<file path="src/logic/memCtrlPkg.sv">
package memCtrlPkg;

    //////////////////////////////
    // App port geometry
    localparam int addrW        = 27;
    localparam int wordW        = 32;
    localparam int wordsPerBeat = 4;
    localparam int appDataW     = wordW * wordsPerBeat;

    // Task limits
    localparam int maxBlocks   = 4;
    localparam int blockCountW = 3;
    localparam int taskWords   = maxBlocks * wordsPerBeat;
    localparam int addrStep    = 8;
    localparam int queueDepthW = 3;

    // App command codes
    localparam logic [2:0] cmdRead  = 3'd1;
    localparam logic [2:0] cmdWrite = 3'd0;

    //////////////////////////////
    typedef struct packed {
        logic [addrW-1:0]       addr;
        logic [blockCountW-1:0] blocks;
    } readTaskT;

    // Word k of the task sits at data[k]
    typedef struct packed {
        logic [addrW-1:0]                addr;
        logic [blockCountW-1:0]          blocks;
        logic [taskWords-1:0][wordW-1:0] data;
    } writeTaskT;

    typedef enum logic [2:0] {
        seqIdle,
        seqWait,
        seqReadIssue,
        seqReadDrain,
        seqWriteData,
        seqWriteCmd
    } seqStateT;

endpackage
</file>
<file path="src/logic/seqControl.sv">
`timescale 1ns/1ps

module seqControl
    import memCtrlPkg::*;
(
    input  logic             MIGUICLK,
    input  logic             resetn,
    input  logic             initCalibComplete,
    input  logic             rdNotEmpty,
    input  readTaskT         rdHead,
    input  logic             wrNotEmpty,
    input  writeTaskT        wrHead,
    input  logic             appRdy,
    input  logic             beatsSent,
    input  logic             readComplete,
    output logic             rdPop,
    output logic             wrPop,
    output logic             appEn,
    output logic [2:0]       appCmd,
    output logic [addrW-1:0] appAddr,
    output logic             writeStart,
    output writeTaskT        writeTask,
    output logic             readStart,
    output readTaskT         readTask,
    output logic             wrDone
);

    seqStateT state;
    logic [blockCountW-1:0] curBlocks;
    logic [blockCountW-1:0] cmdCount;
    logic cmdTaken;
    logic lastCmd;

    //////////////////////////////
    // Arbitration with reads first
    assign rdPop = (state == seqWait) && rdNotEmpty;
    assign wrPop = (state == seqWait) && !rdNotEmpty && wrNotEmpty;

    // Datapath blocks latch the popped head themselves
    assign readStart  = rdPop;
    assign readTask   = rdHead;
    assign writeStart = wrPop;
    assign writeTask  = wrHead;

    assign cmdTaken = appEn && appRdy;
    assign lastCmd  = (cmdCount == curBlocks - blockCountW'(1));

    //////////////////////////////
    always_ff @(posedge MIGUICLK or negedge resetn) begin
        if (!resetn) begin
            state     <= seqIdle;
            appEn     <= 1'b0;
            appCmd    <= cmdWrite;
            appAddr   <= '0;
            curBlocks <= '0;
            cmdCount  <= '0;
            wrDone    <= 1'b0;
        end else begin
            wrDone <= 1'b0;
            case (state)
                seqIdle: begin
                    if (initCalibComplete) begin
                        state <= seqWait;
                    end
                end

                seqWait: begin
                    cmdCount <= '0;
                    if (rdPop) begin
                        appEn     <= 1'b1;
                        appCmd    <= cmdRead;
                        appAddr   <= rdHead.addr;
                        curBlocks <= rdHead.blocks;
                        state     <= seqReadIssue;
                    end else if (wrPop) begin
                        // Address is parked until all beats are out
                        appCmd    <= cmdWrite;
                        appAddr   <= wrHead.addr;
                        curBlocks <= wrHead.blocks;
                        state     <= seqWriteData;
                    end
                end

                seqReadIssue: begin
                    if (cmdTaken) begin
                        if (lastCmd) begin
                            appEn <= 1'b0;
                            state <= seqReadDrain;
                        end else begin
                            cmdCount <= cmdCount + 1'b1;
                            appAddr  <= appAddr + addrW'(addrStep);
                        end
                    end
                end

                seqReadDrain: begin
                    if (readComplete) begin
                        state <= seqWait;
                    end
                end

                seqWriteData: begin
                    if (beatsSent) begin
                        appEn <= 1'b1;
                        state <= seqWriteCmd;
                    end
                end

                seqWriteCmd: begin
                    if (cmdTaken) begin
                        if (lastCmd) begin
                            appEn  <= 1'b0;
                            wrDone <= 1'b1;
                            state  <= seqWait;
                        end else begin
                            cmdCount <= cmdCount + 1'b1;
                            appAddr  <= appAddr + addrW'(addrStep);
                        end
                    end
                end

                default: begin
                    appEn <= 1'b0;
                    state <= seqIdle;
                end
            endcase
        end
    end

endmodule

</file>
<file path="config.mk">
export PLATFORM = sky130hd
export DESIGN_NAME = seqControl
export DESIGN_NICKNAME = d
export VERILOG_FILES = /design/src/logic/memCtrlPkg.sv /design/src/logic/seqControl.sv
export SDC_FILE = /design/constraint.sdc
export NUM_CORES = 1
export LEC_CHECK = 0
export BUFFER_PORTS_ARGS = -buffer_cell sky130_fd_sc_hd__buf_4
export CORE_AREA = 2 2 466 468
export DETAILED_ROUTE_END_ITERATION = 6
export DIE_AREA = 0 0 468 470
export GPL_ROUTABILITY_DRIVEN = 0
export REMOVE_ABC_BUFFERS = 1
export SYNTH_ARGS = -nofsm -noshare
export SYNTH_HDL_FRONTEND = slang
export SYNTH_SLANG_ARGS = --single-unit
</file>
<file path="constraint.sdc">
create_clock -name MIGUICLK -period 5 [get_ports MIGUICLK]
set_clock_uncertainty 0.2 [all_clocks]
set_input_delay 1.5 -clock MIGUICLK [delete_from_list [all_inputs] [get_ports MIGUICLK]]
set_output_delay 1.5 -clock MIGUICLK [all_outputs]
set_load 0.02 [all_outputs]
</file>
==> flow_summary_export.csv <==
group,metric,value,unit
cts,htree_levels,2,
floorplan,core_area,215700,µm²
global_routing,track_usage,0.2895,
logic_synthesis,synth_top_area_cell,"buf_4",
global_routing,gr-total-overflow,0,
timing,fin_crit,4.086,ns
timing,fin_ws,0.9136,ns
critical_path,criticalPathCategory,"in -> out",
timing,setup_viol_count_final,0,
floorplan,io_pins,1188,
finish,drive_gt1_frac,0.4147,
timing,rsz0062_at_grt,"false",
finish,final_cell_mix,"buf_4, nand2_1, dfrtp_1",
finish,diodes,0,
global_routing,antenna_found_initial,6,
critical_path,cp-startpoint,"rdNotEmpty",
detailed_routing,first_pass_iters,4,
logic_synthesis,synth_ff_type,"dfrtp_1",
logic_synthesis,synth-edff-count,0,
cts,cts_made_buffers,5,
finish,nets,1057,
cts,cts_sinks,39,
floorplan,die_w,468,µm
floorplan,num_rows,171,
timing,fmax,244.7,MHz
critical_path,start_kind,"input pin",
run_status,status,"finished, final reports clean",
critical_path,cp.arrival,2.39,ns
critical_path,reg2reg_from,"appAddr[3]",
floorplan,fp.dieH,470,µm
logic_synthesis,synth.ff_latch_count,39,
logic_synthesis,synth_xor_area_frac,0.005888,
placement,dp_slack,0.8688,ns
job,maxCapViolations,0,
logic_synthesis,muxShareOfSynthArea,0.007493,
logic_synthesis,synth_adder_area_share,0.005352,
global_routing,grt_pass1_vias,4794,
cts,clk_pin_slew,0.07,ns
finish,post_layout_nonfiller_instances,3329,
critical_path,end_kind,"output port",
cts,cts_root_buf,"clkbuf_16",
logic_synthesis,synthArstFlopShare,1.000,
logic_synthesis,ys_top_cells_by_area,"buf_4, dfrtp_1, a21oi_1, nand2_1, o21ai_0",
detailed_routing,vias_per_cell,1.888,
placement,port_buffers,161,
logic_synthesis,synth-simple-area-share,0.08439,
global_routing,grt_first_pass_wirelength,339.5,mm
logic_synthesis,netlist_area,7013,µm²
finish,fin_util,0.03511,
logic_synthesis,synth_area_per_cell,7.897,µm²
timing,finalHoldViolations,0,
detailed_routing,vias,6285,
logic_synthesis,yosysSeqAreaShare,0.1392,
power,power.leakage,1.940,nW
timing,tightestPinTransition,0.9798,ns
logic_synthesis,synth_cells,888,
cts,post_cts.repair.setup_buffers,0,
placement,dp.cells,3321,
logic_synthesis,synth_top_cell_area_share,0.6187,
timing,finalSetupTns,0,ns
critical_path,reg2reg_depth,5,
floorplan,dieArea,220000,µm²
cts,cts_hold_buf,0,
critical_path,r2r_end,"appAddr[24]",
detailed_routing,drc_errors,0,
critical_path,crit_required,3.30,ns
timing,drv_slew,0,
cts,clk_latency,0.32,ns
placement,dpl.hpwl,323.1,mm
cts,clockBufferDepth,2,
critical_path,rrSetupSlack,1.93,ns
cts,cts_tree,"done",
logic_synthesis,synth_cell_types,62,
hold_path,min_path_type,"reg -> reg",
power,power.total,0.002853,W
power,ir_worst_vdd,0.0001532,V
critical_path,cp_max_fo,13,
power,power.density,376.8,nW/µm²
finish,final_common_cell,"buf_4",
detailed_routing,drt_wl_total,328.7,mm
detailed_routing,postRouteAntennaNets,0,
timing,fin_crit_sh,0.8173,
logic_synthesis,synth_compound_area_frac,0.1156,
detailed_routing,first_iter_violations,763,
timing,relSlewSlack,0.3468,
logic_synthesis,synth_top_family_by_area,"buffers and inverters",
floorplan,floorplan.initialDensity,0.03252,
detailed_routing,wire_per_inst,98.73,µm
cts,cts_resized,0,
critical_path,cp-endpoint,"readStart",
finish,area_growth,7.957,%
global_routing,grt_max_degree,40,
logic_synthesis,ys_warn_count,0,
## worst max-delay path: stages
cell and delay, ns:
buf_4 0.13, nand2_4 0.06, clkinv_2 0.33, buf_4 0.32
## stage by stage
stage | hold slack [ns] | area [µm²]
after floorplan | 0.3136 | 2560
after global placement | 0.2713 | 7430
after detailed placement | 0.2681 | 7430
after CTS | 0.2908 | 7571
after global routing | 0.3578 | 7571
final | 0.2915 | 7571
## worst min-delay path by stage
stage	startpoint	endpoint	depth (start not counted)
5_1_grt	appCmd[0]	appCmd[0]	2
2_1_floorplan	cmdCount[1]	cmdCount[1]	1
6_report	appCmd[0]	appCmd[0]	2
3_5_place_dp	appCmd[0]	appCmd[0]	2
4_1_cts	appCmd[0]	appCmd[0]	2
3_3_place_gp	appCmd[0]	appCmd[0]	2
## report_power, final
part	internal, W	switching [W]
clock network	0.000185	0.000171
registers	0.000468	0.000226
logic	0.000647	0.00116
total	0.00130	0.00155
## logic make-up after synthesis
family,after synthesis
fa+ha+maj,3
other cells,1
simple gates,111
flops,39
xor+xnor,3
buf+inv,606
compound gates,120
mux,5
## Yosys cell counts, types with 2 or more instances
master     instances
o2bb2ai_1          4
and3_1             7
nand2_1           39
o211ai_1           3
or2_2              2
a211oi_1           3
buf_4            578
o21ai_0           19
nor4_1             2
mux2_2             2
ha_1               3
nor3_1             2
nor4_4             2
and2_1             4
buf_6              7
or3_1              2
nor2_1            22
o22ai_1           12
mux2i_1            3
o22a_1            10
a32oi_1            4
a31oi_1           11
a22oi_1            4
inv_1              9
dfrtp_1           39
o31a_1             2
clkbuf_1           9
xnor2_1            2
nand4_1            6
a21oi_1           31
and4_1             2
a222oi_1           2
a221oi_1           3
nand3_1           10
## cell type report
type	instances	area [µm²]
inverter	11	42.54
multi-input combinational	244	1541
tap	2854	3571
clock buffer	6	128.9
timing repair buffer	173	1299
fill	25730	208100
clock inverter	2	12.51
sequential	39	975.9
## metal layers
metal	track usage	up-vias	routed length (µm)	part of all wire
li1	-	1503	-	-
met1	0.03306	2383	15190	0.046
met2	0.5341	2107	170900	0.52
met3	0.4520	232	108300	0.33
met4	0.2172	60	30590	0.093
met5	0.1315	-	3645	0.011
## state kept, by name (all words and copies together) (netlist names)
register,flops
appAddr,27
cmdCount,3
curBlocks,3
state,3
appCmd,1
appEn,1
wrDone,1
No activity file was read; power rests on OpenSTA's default activity.
