<file path="src/logic/memCtrlPkg.sv">
package memCtrlPkg;

    //////////////////////////////
    // App port geometry
    localparam int addrW        = 27;
    localparam int wordW        = 32;
    localparam int wordsPerBeat = 4;
    localparam int appDataW     = wordW * wordsPerBeat;

    // Task limits
    localparam int maxBlocks   = 4;
    localparam int blockCountW = 3;
    localparam int taskWords   = maxBlocks * wordsPerBeat;
    localparam int addrStep    = 8;
    localparam int queueDepthW = 3;

    // App command codes
    localparam logic [2:0] cmdRead  = 3'd1;
    localparam logic [2:0] cmdWrite = 3'd0;

    //////////////////////////////
    typedef struct packed {
        logic [addrW-1:0]       addr;
        logic [blockCountW-1:0] blocks;
    } readTaskT;

    // Word k of the task sits at data[k]
    typedef struct packed {
        logic [addrW-1:0]                addr;
        logic [blockCountW-1:0]          blocks;
        logic [taskWords-1:0][wordW-1:0] data;
    } writeTaskT;

    typedef enum logic [2:0] {
        seqIdle,
        seqWait,
        seqReadIssue,
        seqReadDrain,
        seqWriteData,
        seqWriteCmd
    } seqStateT;

endpackage
</file>
<file path="src/logic/readAssembler.sv">
`timescale 1ns/1ps

module readAssembler
    import memCtrlPkg::*;
(
    input  logic                            MIGUICLK,
    input  logic                            resetn,
    input  logic                            readStart,
    input  readTaskT                        readTask,
    input  logic [appDataW-1:0]             appRdData,
    input  logic                            appRdDataValid,
    output logic                            readComplete,
    output logic                            rdDone,
    output logic [addrW-1:0]                rdDoneAddr,
    output logic [taskWords-1:0][wordW-1:0] rdData
);

    logic [addrW-1:0] addrReg;
    logic [blockCountW-1:0] blocksReg;
    logic [blockCountW-1:0] beatIdx;

    assign readComplete = appRdDataValid && (beatIdx == blocksReg - blockCountW'(1));

    always_ff @(posedge MIGUICLK or negedge resetn) begin
        if (!resetn) begin
            blocksReg <= '0;
            beatIdx   <= '0;
            rdDone    <= 1'b0;
        end else begin
            rdDone <= readComplete;
            if (readStart) begin
                blocksReg <= readTask.blocks;
                beatIdx   <= '0;
            end else if (appRdDataValid) begin
                beatIdx <= beatIdx + 1'b1;
            end
        end
    end

    //////////////////////////////
    // Result words stay untouched past the block count
    always_ff @(posedge MIGUICLK) begin
        if (readStart) begin
            addrReg <= readTask.addr;
        end
        if (readComplete) begin
            rdDoneAddr <= addrReg;
        end
        if (appRdDataValid) begin
            for (int w = 0; w < wordsPerBeat; w++) begin
                rdData[int'(beatIdx) * wordsPerBeat + w] <=
                    appRdData[appDataW - 1 - w * wordW -: wordW];
            end
        end
    end

endmodule

</file>
<file path="config.mk">
export PLATFORM = sky130hd
export DESIGN_NAME = readAssembler
export DESIGN_NICKNAME = d
export VERILOG_FILES = /design/src/logic/memCtrlPkg.sv /design/src/logic/readAssembler.sv
export SDC_FILE = /design/constraint.sdc
export NUM_CORES = 1
export LEC_CHECK = 0
export BUFFER_PORTS_ARGS = -buffer_cell sky130_fd_sc_hd__buf_2
export CORE_AREA = 2 2 272 274
export DETAILED_ROUTE_END_ITERATION = 10
export DIE_AREA = 0 0 274 276
export PLACE_DENSITY = 0.56
export REMOVE_ABC_BUFFERS = 1
export SLEW_MARGIN = 30
export SYNTH_ARGS = -nofsm -noshare
export SYNTH_HDL_FRONTEND = slang
export SYNTH_SLANG_ARGS = --single-unit
export TNS_END_PERCENT = 50
</file>
<file path="constraint.sdc">
create_clock -name MIGUICLK -period 10.5 [get_ports MIGUICLK]
set_clock_uncertainty 0.1 [all_clocks]
set_input_delay 0 -clock MIGUICLK [delete_from_list [all_inputs] [get_ports MIGUICLK]]
set_output_delay 0 -clock MIGUICLK [all_outputs]
set_load 0.02 [all_outputs]
</file>
==> results.toml, run 1 <==
[status]
run_status = "finished clean"

[die]
dieArea_um2 = 75600
dieHeight_um = 276
fp.coreArea_um2 = 72600
fp-row-count = 99
die_x_um = 274
start_util_pct = 25.4
io_pins = 703

[logic_synthesis]
synth.ff_latch_count = 573
seq_area_frac_synth_pct = 93.3
synth_cell_type_count = 19
syn-instance-count = 748
netlist_area_um2 = 18400
ys_warn_count = 0
synth.avg_cell_area_um2 = 24.6

[critical_path]
reg2reg_from = "beatIdx[0]"
rr_worst_depth = 5
cp-end-kind = "flop"
worstPathArrival_ns = 3.16
critPathLaunchType = "flop"
ff2ff_setup_slack_ns = 7.45
crit_path_start = "beatIdx[0]"
r2r_end = "rdData[14]"
crit_path_end = "rdData[14]"
crit_required_ns = 10.61
critPathKind = "reg2reg"
cp_max_fo = 57

[clock_network]
cts_sinks = 573
cts_resized = 0
cts_buffer_depth = 3
post_cts_buffers = 0
insertion_delay_ns = 0.61
numCtsBuffers = 58
path_clk_slew_ns = 0.06
cts_max_level = 2
cts_root_buf = "clkbuf_16"
hold_buffers = 203
cts_tree = "done"

[placement]
gp_routability_congestion = 0.786
place_ws_ns = 7.41
dp_hpwl_um = 34800
io_buffers = 702

[global_routing]
grt_start_max_net_pins = 61
first_global_vias = 11100
antenna_found_initial = 3
overflow = 0
grt_use_total_pct = 12.8
grt_pass1_wl_um = 72200

[drt]
routed_wl_um = 50900
dr.pass1.iters = 4
drc = 0
vias = 10700
wire_per_inst_um = 18.8
ant_nets = 0
viasPerCell = 3.96
first_iter_violations = 590

[pwr]
p_per_area_nw_per_um2 = 189
vdd_drop_max_uv = 174
power_leakage_nw = 10.6

[cells_and_area]
syn_to_final_growth_pct = 47.1
final_common_cell = "buf_2"
layout-drive-gt1-share_pct = 51.1
diodes = 0
fillers = 6787
nets = 1877
layout_common_cells = "buf_2 (702), edfxtp_1 (566), dlygate4sd3_1 (203)"

[timing]
setup_viol = 0
rsz0062_at_grt = "no"
fin_crit_ns = 3.05
worst_slack_ns = 7.45
maxSlewViolCount = 0
max_freq_ghz = 0.328
tns_ns = 0
relSlewSlack_pct = 36.0
worst_slew_pin_slew_ns = 0.960
finalCritPeriodShare_pct = 29.1
finalHoldViolCount = 0

[min_path]
min_path_type = "in2reg"

[job]
drv_cap = 0
critical path, cell delays in order, from the launching register on:
cell     delay [ns]
dfrtp_1        0.45
inv_1          0.12
ha_1           0.14
and2b_2        0.52
and2_4         0.52
buf_4          0.68
state kept, by name (all words and copies together), names as in the netlist:
register    cells
addrReg        27
beatIdx         3
blocksReg       3
rdData        512
rdDone          1
rdDoneAddr     27
metal layers:
metal | GRT usage (%) | vias to the layer above | part of all wire (%)
met5 | 0 | - | 0.053
met4 | 4.24 | 4 | 2.8
met3 | 3.79 | 92 | 8.1
met2 | 23.1 | 527 | 52
met1 | 14.2 | 5299 | 37
li1 | - | 4817 | -
power by group:
group	switching [mW]	total, mW	leakage, nW	internal [mW]
logic	0.262	0.413	4.33	0.151
registers	0.0287	2.66	5.41	2.63
clock network	0.853	2.03	0.888	1.18
kinds of logic (layout without fill, tap and decap cells):
kind of cell	count (synthesis)	after routing	synth area share, %
AO/OA/AOI/OAI	3	3	0.0952
XOR/XNOR	4	4	0.265
adder cells (fa/ha/maj)	6	6	0.408
buffers and inverters	19	1027	0.394
flip-flops	573	573	93.3
multiplexers	2	2	0.116
AND/OR/NAND/NOR	141	141	5.45
through the flow:
step / hold slack [ns] / utilization [%] / instances / area [µm²] / power [mW]
after detailed placement: -0.244 / 31.9 / 2404 / 23100 / 3.07
final: 0.0562 / 37.3 / 2715 / 27100 / 5.11
after global placement: -0.250 / 31.9 / 2404 / 23100 / 3.06
after floorplan: -0.396 / - / 734 / 18400 / 2.88
after global routing: 0.0211 / 37.3 / 2715 / 27100 / 5.29
after CTS: 0.00270 / 37.3 / 2714 / 27100 / 5.17
final cells by class:
class / count / area, µm² / share of cell area, %
Tap cell: 959 / 1200 / 4.43
Sequential cell: 573 / 17200 / 63.4
Clock buffer: 75 / 1540 / 5.67
Timing Repair Buffer: 915 / 5640 / 20.8
Clock inverter: 32 / 348 / 1.28
Multi-Input combinational cell: 156 / 1170 / 4.34
Inverter: 5 / 18.8 / 0.0693
cell usage after synthesis (all sizes together):
library cell  number  area (µm²)
ha                 6        75.1
and4               1        8.76
inv                5        18.8
and2             132         950
edfxtp           566       17000
nand2              2        7.51
xnor2              1        8.76
nor2               3        11.3
mux2               1        11.3
and2b              3        26.3
mux2i              1        10.0
clkbuf            13        48.8
a211oi             1        7.51
xnor3              1        22.5
o21ai              2        10.0
dfrtp              7         175
buf                1        5.00
xor2               2        17.5
worst min path at each step:
| stage | from | end | cells after the start |
|---|---|---|---|
| 2_1_floorplan | resetn | beatIdx[0] | 0 |
| 3_3_place_gp | resetn | rdDone | 1 |
| 3_5_place_dp | resetn | rdDone | 1 |
| 4_1_cts | appRdData[44] | rdData[460] | 2 |
| 5_1_grt | appRdData[65] | rdData[161] | 2 |
| 6_report | appRdData[91] | rdData[443] | 2 |
(Power assumes the default switching activity.)
==> run 2: changes to the inputs <==
--- a/config.mk
+++ b/config.mk
@@ -6,10 +6,10 @@
 export NUM_CORES = 1
 export LEC_CHECK = 0
 export BUFFER_PORTS_ARGS = -buffer_cell sky130_fd_sc_hd__buf_2
-export CORE_AREA = 2 2 272 274
+export CORE_AREA = 2 2 270 272
 export DETAILED_ROUTE_END_ITERATION = 10
-export DIE_AREA = 0 0 274 276
-export PLACE_DENSITY = 0.56
+export DIE_AREA = 0 0 272 274
+export PLACE_DENSITY = 0.58
 export REMOVE_ABC_BUFFERS = 1
 export SLEW_MARGIN = 30
 export SYNTH_ARGS = -nofsm -noshare
==> constraint.sdc (replaced) <==
create_clock -name MIGUICLK -period 2.6 [get_ports MIGUICLK]
set_clock_uncertainty 0.1 [all_clocks]
set_input_delay 0 -clock MIGUICLK [delete_from_list [all_inputs] [get_ports MIGUICLK]]
set_output_delay 0 -clock MIGUICLK [all_outputs]
set_load 0.02 [all_outputs]
==> results.toml, run 2 (synthesis gave the netlist of run 1 again) <==
[critical_path]
critPathLaunchType = "flop"
cp-end-kind = "primary output"
worstPathArrival_ns = 2.32
crit_path_start = "blocksReg[0]"
reg2reg_from = "beatIdx[0]"
rr_worst_depth = 5
critPathKind = "reg2out"
crit_required_ns = 2.50
cp_max_fo = 29

[die]
die_x_um = 272
fp-row-count = 99
fp.coreArea_um2 = 72000
io_pins = 703
dieArea_um2 = 74500
start_util_pct = 25.6
dieHeight_um = 274

[pwr]
power_leakage_nw = 10.7
p_per_area_nw_per_um2 = 751
power_mw = 20.4
vdd_drop_max_uv = 532

[timing]
whs_ns = 0.0480
setup_viol = 0
fin_crit_ns = 2.42
maxSlewViolCount = 0
relSlewSlack_pct = 47.1
finalCritPeriodShare_pct = 93.0
worst_slew_pin_slew_ns = 0.793
finalHoldViolCount = 0
tns_ns = 0
max_freq_ghz = 0.414
rsz0062_at_grt = "no"

[clock_network]
post_cts_buffers = 0
path_clk_slew_ns = 0.06
insertion_delay_ns = 0.59
cts_sinks = 573
cts_resized = 0
numCtsBuffers = 57
cts_root_buf = "clkbuf_16"
cts_buffer_depth = 3
cts_tree = "done"
cts_max_level = 2

[cells_and_area]
syn_to_final_growth_pct = 47.5
reg_top3 = "rdData (512), addrReg (27), rdDoneAddr (27)"
fillers = 6645
final_common_cell = "buf_2"
layout_common_cells = "buf_2 (702), edfxtp_1 (566), dlygate4sd3_1 (185)"
largest_reg_flops = 512
nets = 1880
layout-drive-gt1-share_pct = 52.1
top_register = "rdData"

[placement]
io_buffers = 702
gp_routability_congestion = 0.809
dp_hpwl_um = 35800

[min_path]
hp-start = "readTask[20]"
min_path_type = "in2reg"
whs_path_depth = 2

[drt]
routed_wl_um = 51700
viasPerCell = 3.95
drc = 0
dr.pass1.iters = 7
ant_nets = 0
vias = 10700
wire_per_inst_um = 19.0
first_iter_violations = 665

[global_routing]
grt_use_total_pct = 13.0
grt_pass1_wl_um = 72100
overflow = 0
antenna_found_initial = 1
first_global_vias = 11100
grt_start_max_net_pins = 58

[status]
run_status = "finished clean"

[job]
drv_cap = 0
-- run 2: changes by cell type in the layout (fill, tap and decap cells not counted), sizes merged --
cell | before | now
inv | 7 | 6
dlygate4sd3 | 203 | 185
clkinvlp | 7 | 2
buf | 712 | 734
clkinv | 17 | 22
bufinv | 6 | 5
diode | 0 | 1
-- run 2: area by class of cell --
class                           count  area [µm²]  share of cell area, %
Timing Repair Buffer              919        5780                   21.3
Clock inverter                     30         298                   1.10
Inverter                            5        18.8                 0.0691
Clock buffer                       75        1520                   5.58
Sequential cell                   573       17200                   63.2
Multi-Input combinational cell    156        1170                   4.32
Antenna cell                        1        2.50                0.00921
Tap cell                          959        1200                   4.42
-- run 2: critical path: stages, from the launching register on --
cell and delay [ns]:
dfrtp_1 0.36, inv_1 0.07, ha_1 0.21, xnor3_1 0.27
and4_1 0.20, buf_4 0.35, buf_2 0.24
-- run 2: repair_timing --
item | 4_1_cts | 5_1_grt
endpoints found under the hold margin | 614 | 0
hold buffers | 185 | 0
setup endpoints to repair | 0 | 0
-- run 2: per-layer routing --
metal | vias up | wire length, µm | track usage [%]
met2 | 475 | 27500 | 24.0
met1 | 5381 | 19200 | 14.6
li1 | 4815 | - | -
met5 | - | 0 | 0
met4 | 0 | 1120 | 3.63
met3 | 76 | 3840 | 3.68
-- run 2: power by group --
part | switching, mW | internal (mW) | leakage, nW
Combinational | 1.10 | 0.647 | 4.41
Clock | 3.34 | 4.60 | 0.877
Sequential | 0.0985 | 10.6 | 5.41
Total | 4.54 | 15.9 | 10.7
-- run 2: per-stage QoR --
step                      cell area, µm²  instances  util [%]  setup slack [ns]
after detailed placement           23500       2427      32.6             0.500
after global routing               27200       2717      37.7            0.0225
final                              27200       2718      37.7             0.183
after floorplan                    18400        734         -             -2.05
after global placement             23500       2427      32.6             0.494
after CTS                          27200       2717      37.7             0.127
-- run 2: final timing paths --
path                                   to  slack, ns
hold reg to reg            rdDoneAddr[17]       0.32
max in group asynchronous      beatIdx[1]       1.87
setup reg to reg              rdData[285]       0.57
hold / removal                addrReg[17]       0.05
setup / recovery             readComplete       0.18
min in group asynchronous          rdDone       0.29
