$ cat src/logic/memCtrlPkg.sv
package memCtrlPkg;

    //////////////////////////////
    // App port geometry
    localparam int addrW        = 27;
    localparam int wordW        = 32;
    localparam int wordsPerBeat = 4;
    localparam int appDataW     = wordW * wordsPerBeat;

    // Task limits
    localparam int maxBlocks   = 4;
    localparam int blockCountW = 3;
    localparam int taskWords   = maxBlocks * wordsPerBeat;
    localparam int addrStep    = 8;
    localparam int queueDepthW = 3;

    // App command codes
    localparam logic [2:0] cmdRead  = 3'd1;
    localparam logic [2:0] cmdWrite = 3'd0;

    //////////////////////////////
    typedef struct packed {
        logic [addrW-1:0]       addr;
        logic [blockCountW-1:0] blocks;
    } readTaskT;

    // Word k of the task sits at data[k]
    typedef struct packed {
        logic [addrW-1:0]                addr;
        logic [blockCountW-1:0]          blocks;
        logic [taskWords-1:0][wordW-1:0] data;
    } writeTaskT;

    typedef enum logic [2:0] {
        seqIdle,
        seqWait,
        seqReadIssue,
        seqReadDrain,
        seqWriteData,
        seqWriteCmd
    } seqStateT;

endpackage
$ cat src/logic/taskQueue.sv
`timescale 1ns/1ps

module taskQueue
    import memCtrlPkg::*;
#(
    parameter type payloadT = readTaskT
) (
    input  logic    MIGUICLK,
    input  logic    resetn,
    input  logic    req,
    input  payloadT payload,
    input  logic    pop,
    output logic    ack,
    output logic    notEmpty,
    output payloadT head
);

    payloadT entries [2**queueDepthW];

    // Extra pointer bit tells full from empty
    logic [queueDepthW:0] wrPtr;
    logic [queueDepthW:0] rdPtr;
    logic full;
    logic push;

    assign full = (wrPtr[queueDepthW] != rdPtr[queueDepthW]) &&
                  (wrPtr[queueDepthW-1:0] == rdPtr[queueDepthW-1:0]);
    assign notEmpty = (wrPtr != rdPtr);
    assign push = req && !ack && !full;
    assign head = entries[rdPtr[queueDepthW-1:0]];

    always_ff @(posedge MIGUICLK or negedge resetn) begin
        if (!resetn) begin
            ack   <= 1'b0;
            wrPtr <= '0;
            rdPtr <= '0;
        end else begin
            // Ack stays up until the client drops req
            if (push) begin
                ack   <= 1'b1;
                wrPtr <= wrPtr + 1'b1;
            end else if (!req) begin
                ack <= 1'b0;
            end
            if (pop) begin
                rdPtr <= rdPtr + 1'b1;
            end
        end
    end

    always_ff @(posedge MIGUICLK) begin
        if (push) begin
            entries[wrPtr[queueDepthW-1:0]] <= payload;
        end
    end

endmodule

$ cat config.mk
export PLATFORM = sky130hd
export DESIGN_NAME = taskQueue
export DESIGN_NICKNAME = d
export VERILOG_FILES = /design/src/logic/memCtrlPkg.sv /design/src/logic/taskQueue.sv
export SDC_FILE = /design/constraint.sdc
export NUM_CORES = 1
export LEC_CHECK = 0
export ABC_CLOCK_PERIOD_IN_PS = 4700
export CORE_ASPECT_RATIO = 0.5
export CORE_MARGIN = 2
export CORE_UTILIZATION = 33
export CTS_CLUSTER_SIZE = 14
export DETAILED_ROUTE_END_ITERATION = 7
export DONT_BUFFER_PORTS = 1
export GPL_TIMING_DRIVEN = 0
export PLACE_DENSITY = 0.54
export SYNTH_ARGS = -nofsm -noshare
export SYNTH_HDL_FRONTEND = slang
export SYNTH_SLANG_ARGS = --single-unit
$ cat constraint.sdc
create_clock -name MIGUICLK -period 4.7 [get_ports MIGUICLK]
set_input_delay 0.705 -clock MIGUICLK [delete_from_list [all_inputs] [get_ports MIGUICLK]]
set_output_delay 0.705 -clock MIGUICLK [all_outputs]
set_load 0.02 [all_outputs]
==> metrics.md, run 1 <==
| Metric | Value |
|---|---|
| Post-layout util | `38.77%` |
| Most area-consuming cells after synthesis | `sky130_fd_sc_hd__edfxtp_1 (74%), sky130_fd_sc_hd__mux4_1 (14%), sky130_fd_sc_hd__mux2_2 (3.7%)` |
| Via density per instance | `4.787` |
| Critical-path cell with the highest stage delay | `sky130_fd_sc_hd__clkbuf_1` |
| Max Transition Viols Final | `0` |
| Core footprint | `29010 um2` |
| Post-route DRC violation count | `0` |
| Part of the Yosys area used for sequential elements | `76.36%` |
| Critical Path Fanout Max | `10` |
| Number of H-tree levels | `1` |
| Number of vias after detailed routing | `4074` |
| Initial standard-cell utilization of the core | `33.55%` |
| Power density relative to cell area | `586.4 nW/um2` |
| Routability congestion estimate | `0.6783` |
| Antenna violations before repair | `0` |
| Number of nets with antenna violations after routing | `0` |
| Insertion delay of the later-clocked pin in the worst-skew pair | `0.51 ns` |
| Worst setup EP type | `output pin` |
| Area taken by multi-input logic gates | `2218 um2` |
| Critical hold path startpoint | `pop` |
| Critical path startpoint category | `register` |
| Area taken by flip-flops and latches | `7432 um2` |
| Synthesized instance count | `400` |
| Commonest cells after routing, fill and taps aside | `sky130_fd_sc_hd__edfxtp_1 (240), sky130_fd_sc_hd__mux4_1 (53), sky130_fd_sc_hd__mux2_2 (32)` |
| Syn-to-layout area delta | `15.57%` |
| Max-slew headroom | `38.88%` |
| Number of inserted filler cells in the final layout | `2544` |
| Worst voltage drop across the vdd grid | `0.0002693 V` |
| Count of warnings emitted by yosys | `0` |
| Synth area leader | `sky130_fd_sc_hd__edfxtp_1` |
| CP Data Required Time | `3.99 ns` |
| Total CTS buffers | `25` |
| Drt initial violations | `323` |
| Clock-pin slew of the registers on the worst-case setup and hold paths | `0.07 ns` |
| Number of hold buffers added after cts | `1` |
| Aggregate global routing overflow | `0` |
| Register-to-Register Setup Slack | `2.06 ns` |
| Number of rows created at floorplan | `44` |
| Global Route Usage Sum | `12.28%` |
| Max Cap Violations | `0` |
| Port-buffer cells | `0` |
| Cell breakdown of the critical path | `buf_2, clkbuf_1, mux4_2, mux2_2` |
| Post-CTS Resized | `0` |
| Reported leakage power | `0.003630 uW` |
| TritonCTS Sinks | `249` |
| Vias in the first global route | `4254` |
| Die extent in y | `125.4 um` |
| Total Die Area | `30970 um2` |
| Achievable Freq | `318.2 MHz` |
| Final period demand of the worst path | `3.143 ns` |
| Setup TNS | `0 ns` |
| Area share of the largest cell type after synthesis | `74.05%` |
| DPL Wire Length | `11640 um` |
| Outcome | `finished clean` |
| Most common cell after layout, fill and taps aside | `sky130_fd_sc_hd__edfxtp_1` |
| Setup repair after global routing missed its margin | `no` |
| Post-synthesis area per instance | `24.33 um2` |
| Delay of the slowest cell on the worst path | `0.58 ns` |
| Final period util | `66.87%` |
| First-pass iteration count of the detailed router | `7` |
| Maximum number of pins on one net before global-route repair | `23` |
| Clock Tree Root | `sky130_fd_sc_hd__clkbuf_16` |
| Post-CTS Setup Repair Bufs | `0` |
| Crit path arrival time | `2.44 ns` |
| Netlist area before placement | `9733 um2` |
| Final hold violation count | `0` |
| I/O Pins | `66` |
| Final-stage net count | `478` |
| Width of the chip | `246.9 um` |
| Count of state elements after synthesis | `249` |
| Clock Tree Buf Depth | `3` |
| Aggregate routed wire length | `18710 um` |
| Clock skew after layout | `0.01108 ns` |
| Worst setup path startpoint | `rdPtr[1]$_DFFE_PN0P_` |
| Wire length per cell | `21.99 um` |
| Transition time at the pin with the least slew margin | `0.9169 ns` |
| Type of the tightest min-delay check | `in2reg` |
| Origin of the critical flop-to-flop path | `rdPtr[1]$_DFFE_PN0P_` |
| Power after layout | `6596 uW` |
| Net Count, Synth | `436` |
| TritonCTS clock tree | `yes` |
| Number of distinct library cell variants in the gate-level netlist after synthesis | `26` |
| Crit Path Category | `reg2out` |
| Final setup violation count | `0` |
| Share of layout cells above drive strength 1 | `23.26%` |
| Wire length of the first global-routing pass | `27920 um` |
| Diodes inserted | `0` |
==> area by class of cell <==
class                   count  share of cell area (%)
clock inverters            13                  0.8676
repair buffers             15                   2.024
flip-flops and latches    249                   66.07
inverters                   1                 0.03337
multi-input cells         131                   19.72
well taps                 391                   4.349
clock buffers              32                   5.795
plain buffers              19                   1.135
==> through the flow <==
step	setup slack, ns	cell area (um2)	hold WS, ns	cells
final	1.557	11250	0.2748	851
after global routing	1.396	11250	0.2593	851
after CTS	1.489	11250	0.2541	851
after detailed placement	2.027	10490	0.4098	805
after global placement	-1.550	10220	0.4096	791
after floorplan	0.9753	9733	0.4094	400
==> kinds of logic after synthesis <==
family	share of synthesized area [%]
flops	76.36
mux	19.63
simple gates	1.183
buf+inv	1.350
xor+xnor	0.8099
compound gates	0.4115
fa+ha+maj	0.2571
==> state kept, by name, summed over array words and instances (netlist names) <==
name,count
entries,240
rdPtr,4
wrPtr,4
ack,1
==> critical path, delay by kind of cell (launching register included) <==
| family | cells | cell delay (ns) |
|---|---|---|
| multiplexers | 2 | 0.78 |
| buffers and inverters | 2 | 0.80 |
| flip-flops | 1 | 0.34 |
==> synth_stat cells <==
library cell	count
sky130_fd_sc_hd__and3_1	1
sky130_fd_sc_hd__nand3_1	1
sky130_fd_sc_hd__clkbuf_1	7
sky130_fd_sc_hd__and2_1	1
sky130_fd_sc_hd__dfrtp_1	9
sky130_fd_sc_hd__inv_1	1
sky130_fd_sc_hd__mux2_2	32
sky130_fd_sc_hd__buf_1	2
sky130_fd_sc_hd__a41oi_2	1
sky130_fd_sc_hd__o21a_1	1
sky130_fd_sc_hd__nor3_1	3
sky130_fd_sc_hd__nand2_1	6
sky130_fd_sc_hd__or2_2	1
sky130_fd_sc_hd__xor2_1	3
sky130_fd_sc_hd__nand4_1	2
sky130_fd_sc_hd__edfxtp_1	240
sky130_fd_sc_hd__mux4_2	7
sky130_fd_sc_hd__xnor2_1	6
sky130_fd_sc_hd__buf_2	3
sky130_fd_sc_hd__ha_1	2
sky130_fd_sc_hd__nand2b_1	3
sky130_fd_sc_hd__mux4_1	53
sky130_fd_sc_hd__buf_6	7
sky130_fd_sc_hd__o32ai_1	1
sky130_fd_sc_hd__a211oi_1	1
sky130_fd_sc_hd__nor2_1	6
==> power breakdown <==
part           leakage [uW]  internal [uW]  switching (uW)
sequential          0.00228           2690            71.2
combinational      0.000994            857            1160
clock              0.000361           1040             782
==> metal layers <==
metal | track usage [%] | up-vias | wire length [um] | part of all wire [%]
met5 | 0 | - | 0 | 0
met1 | 16.93 | 2149 | 8513 | 45
met3 | 2.641 | 26 | 862 | 4.6
li1 | - | 1831 | - | -
met4 | 2.729 | 0 | 315 | 1.7
met2 | 20.09 | 68 | 9020 | 48
==> final timing paths <==
path | end | cells after the start
max in group asynchronous | rdPtr[2]$_DFFE_PN0P_ | 1
worst min register to register | rdPtr[3]$_DFFE_PN0P_ | 1
min in group asynchronous | rdPtr[1]$_DFFE_PN0P_ | 1
worst max register to register | entries[4][20]$_DFFE_PP_ | 7
worst min-delay path | rdPtr[0]$_DFFE_PN0P_ | 1
worst max-delay path | head[11] | 4
(Power assumes the default switching activity.)
==> run 2, diff against run 1 <==
- ABC_CLOCK_PERIOD_IN_PS: 4700 -> 3200
- clock period: 4.7 -> 3.2 ns (I/O delays scaled with it)
==> metrics.md, run 2 (synthesized netlist as in run 1, its figures left out) <==
| Metric | Value |
|---|---|
| Initial standard-cell utilization of the core | `33.55% (unchanged)` |
| Total CTS buffers | `24 (-4.0%)` |
| Wire length of the first global-routing pass | `27860 um (-0.20%)` |
| Max Transition Viols Final | `0 (unchanged)` |
| Commonest cells after routing, fill and taps aside | `sky130_fd_sc_hd__edfxtp_1 (240), sky130_fd_sc_hd__mux4_1 (53), sky130_fd_sc_hd__mux2_2 (32)` |
| Port-buffer cells | `0 (unchanged)` |
| First-pass iteration count of the detailed router | `4 (-3)` |
| Drt initial violations | `451 (+40%)` |
| Max FFs per register | `240 (unchanged)` |
| Transition time at the pin with the least slew margin | `0.8790 ns (-0.03791 ns)` |
| Max Cap Violations | `0 (unchanged)` |
| TritonCTS Sinks | `249 (unchanged)` |
| Number of H-tree levels | `1 (unchanged)` |
| Final period util | `91.40%` |
| Die extent in y | `125.4 um (unchanged)` |
| Non-Filler Cell Area, Final | `11280 um2 (+0.30%)` |
| Syn-to-layout area delta | `15.91%` |
| Share of layout cells above drive strength 1 | `22.25% (-1.0 points)` |
| Type of the tightest min-delay check | `in2reg` |
| Core footprint | `29010 um2 (unchanged)` |
| Diodes inserted | `0 (unchanged)` |
| Most common cell after layout, fill and taps aside | `sky130_fd_sc_hd__edfxtp_1` |
| Final period demand of the worst path | `2.925 ns` |
| Critical Path Fanout Max | `10 (unchanged)` |
| Setup repair after global routing missed its margin | `no` |
| Number of nets with antenna violations after routing | `0 (unchanged)` |
| Worst hold slack | `0.05204 ns (-0.2227 ns)` |
| Post-CTS Setup Repair Bufs | `0 (unchanged)` |
| Worst setup EP type | `output pin` |
| Clock Tree Root | `sky130_fd_sc_hd__clkbuf_16` |
| Worst voltage drop across the vdd grid | `0.0004594 V (+71%)` |
| Insertion delay of the later-clocked pin in the worst-skew pair | `0.51 ns (about the same)` |
| Wire length per cell | `22.11 um (+0.54%)` |
| Power density relative to cell area | `863.2 nW/um2 (+47%)` |
| Vias in the first global route | `4297 (+1.0%)` |
| I/O Pins | `66 (unchanged)` |
| Routability congestion estimate | `0.6920 (+2.0%)` |
| Clock Tree Buf Depth | `3 (unchanged)` |
| Number of vias after detailed routing | `4085 (+0.27%)` |
| Critical path startpoint category | `register` |
| TritonCTS clock tree | `yes` |
| Via density per instance | `4.834 (+0.98%)` |
| Standard cell area after detailed placement | `10520 um2 (+0.26%)` |
| Outcome | `finished clean` |
| CP Data Required Time | `2.72 ns (-1.27 ns)` |
| Final-stage net count | `473 (-1.0%)` |
| Reported leakage power | `0.003641 uW (+0.31%)` |
| Global Route Usage Sum | `12.42% (+0.14 points)` |
| Maximum number of pins on one net before global-route repair | `24 (+4.3%)` |
| Max-slew headroom | `41.21% (+2.3 points)` |
| Final hold violation count | `0 (unchanged)` |
| DPL Wire Length | `11160 um (-4.1%)` |
| Antenna violations before repair | `0 (unchanged)` |
| Number of rows created at floorplan | `44 (unchanged)` |
| Width of the chip | `246.9 um (unchanged)` |
| Crit Path Category | `reg2out` |
| Total Die Area | `30970 um2 (unchanged)` |
| Number of hold buffers added after cts | `1 (unchanged)` |
| Aggregate global routing overflow | `0 (unchanged)` |
| Post-CTS Resized | `0 (unchanged)` |
| Final setup violation count | `0 (unchanged)` |
| Achievable Freq | `341.9 MHz` |
| Register-to-Register Setup Slack | `0.51 ns (-1.55 ns)` |
| Post-route DRC violation count | `0 (unchanged)` |
| Clock-pin slew of the registers on the worst-case setup and hold paths | `0.07 ns (about the same)` |
| Aggregate routed wire length | `18680 um (-0.17%)` |
| Crit path arrival time | `2.44 ns (about the same)` |
| Clock skew after layout | `0.009442 ns (-0.001642 ns)` |
==> run 2: changes by cell type in the layout (fill, tap and decap cells not counted), sizes merged <==
cell      previous run  this run
buf                 26        22
clkbuf              39        35
clkinv               9        13
clkinvlp             2         0
bufinv               1         2
inv                  2         1
==> run 2: layer usage <==
layer  part of all wire [%]  track usage, %  up-vias
met4                    1.9           3.012        0
met2                     51           21.68       63
met5                      0               0        -
met3                    4.5           2.705       26
li1                       -               -     1820
met1                     42           15.80     2176
==> run 2: path summary, 6_finish.rpt <==
kind / startpoint / endpoint / depth (start not counted)
min in group asynchronous: resetn / wrPtr[0]$_DFFE_PN0P_ / 1
hold reg to reg: rdPtr[3]$_DFFE_PN0P_ / rdPtr[3]$_DFFE_PN0P_ / 1
setup reg to reg: wrPtr[0]$_DFFE_PN0P_ / entries[0][26]$_DFFE_PP_ / 6
hold / removal: pop / rdPtr[0]$_DFFE_PN0P_ / 1
setup / recovery: rdPtr[1]$_DFFE_PN0P_ / head[3] / 4
max in group asynchronous: resetn / wrPtr[2]$_DFFE_PN0P_ / 1
==> run 2: worst max-delay path, stage by stage (launching register included) <==
cell,delay [ns]
sky130_fd_sc_hd__dfrtp_1,0.34
sky130_fd_sc_hd__buf_2,0.22
sky130_fd_sc_hd__clkbuf_1,0.60
sky130_fd_sc_hd__mux4_1,0.42
sky130_fd_sc_hd__mux2_2,0.35
==> run 2: cell type report <==
cell class	count	area (um2)
clock inverters	15	118.9
flip-flops and latches	249	7432
multi-input cells	131	2231
plain buffers	19	127.6
fillers	2527	17730
well taps	391	489.2
inverters	1	3.754
repair buffers	11	242.7
clock buffers	28	636.9
==> run 2: per-stage QoR <==
step,setup WS (ns),setup TNS [ns],instances,utilization [%],power (uW)
6_report,0.2752,0,845,38.89,9738
5_1_grt,0.1243,0,845,38.89,10180
4_1_cts,0.1983,0,845,38.89,9925
3_5_place_dp,0.4809,0,801,36.25,7196
3_3_place_gp,-1.313,-253.28,791,35.27,7046
2_1_floorplan,0.3568,0,400,-,6355
==> run 2: where the power goes <==
| part | switching, uW | internal, uW |
|---|---|---|
| Clock | 1140 | 1580 |
| Sequential | 110 | 3950 |
| Combinational | 1700 | 1270 |
| Total | 2940 | 6790 |
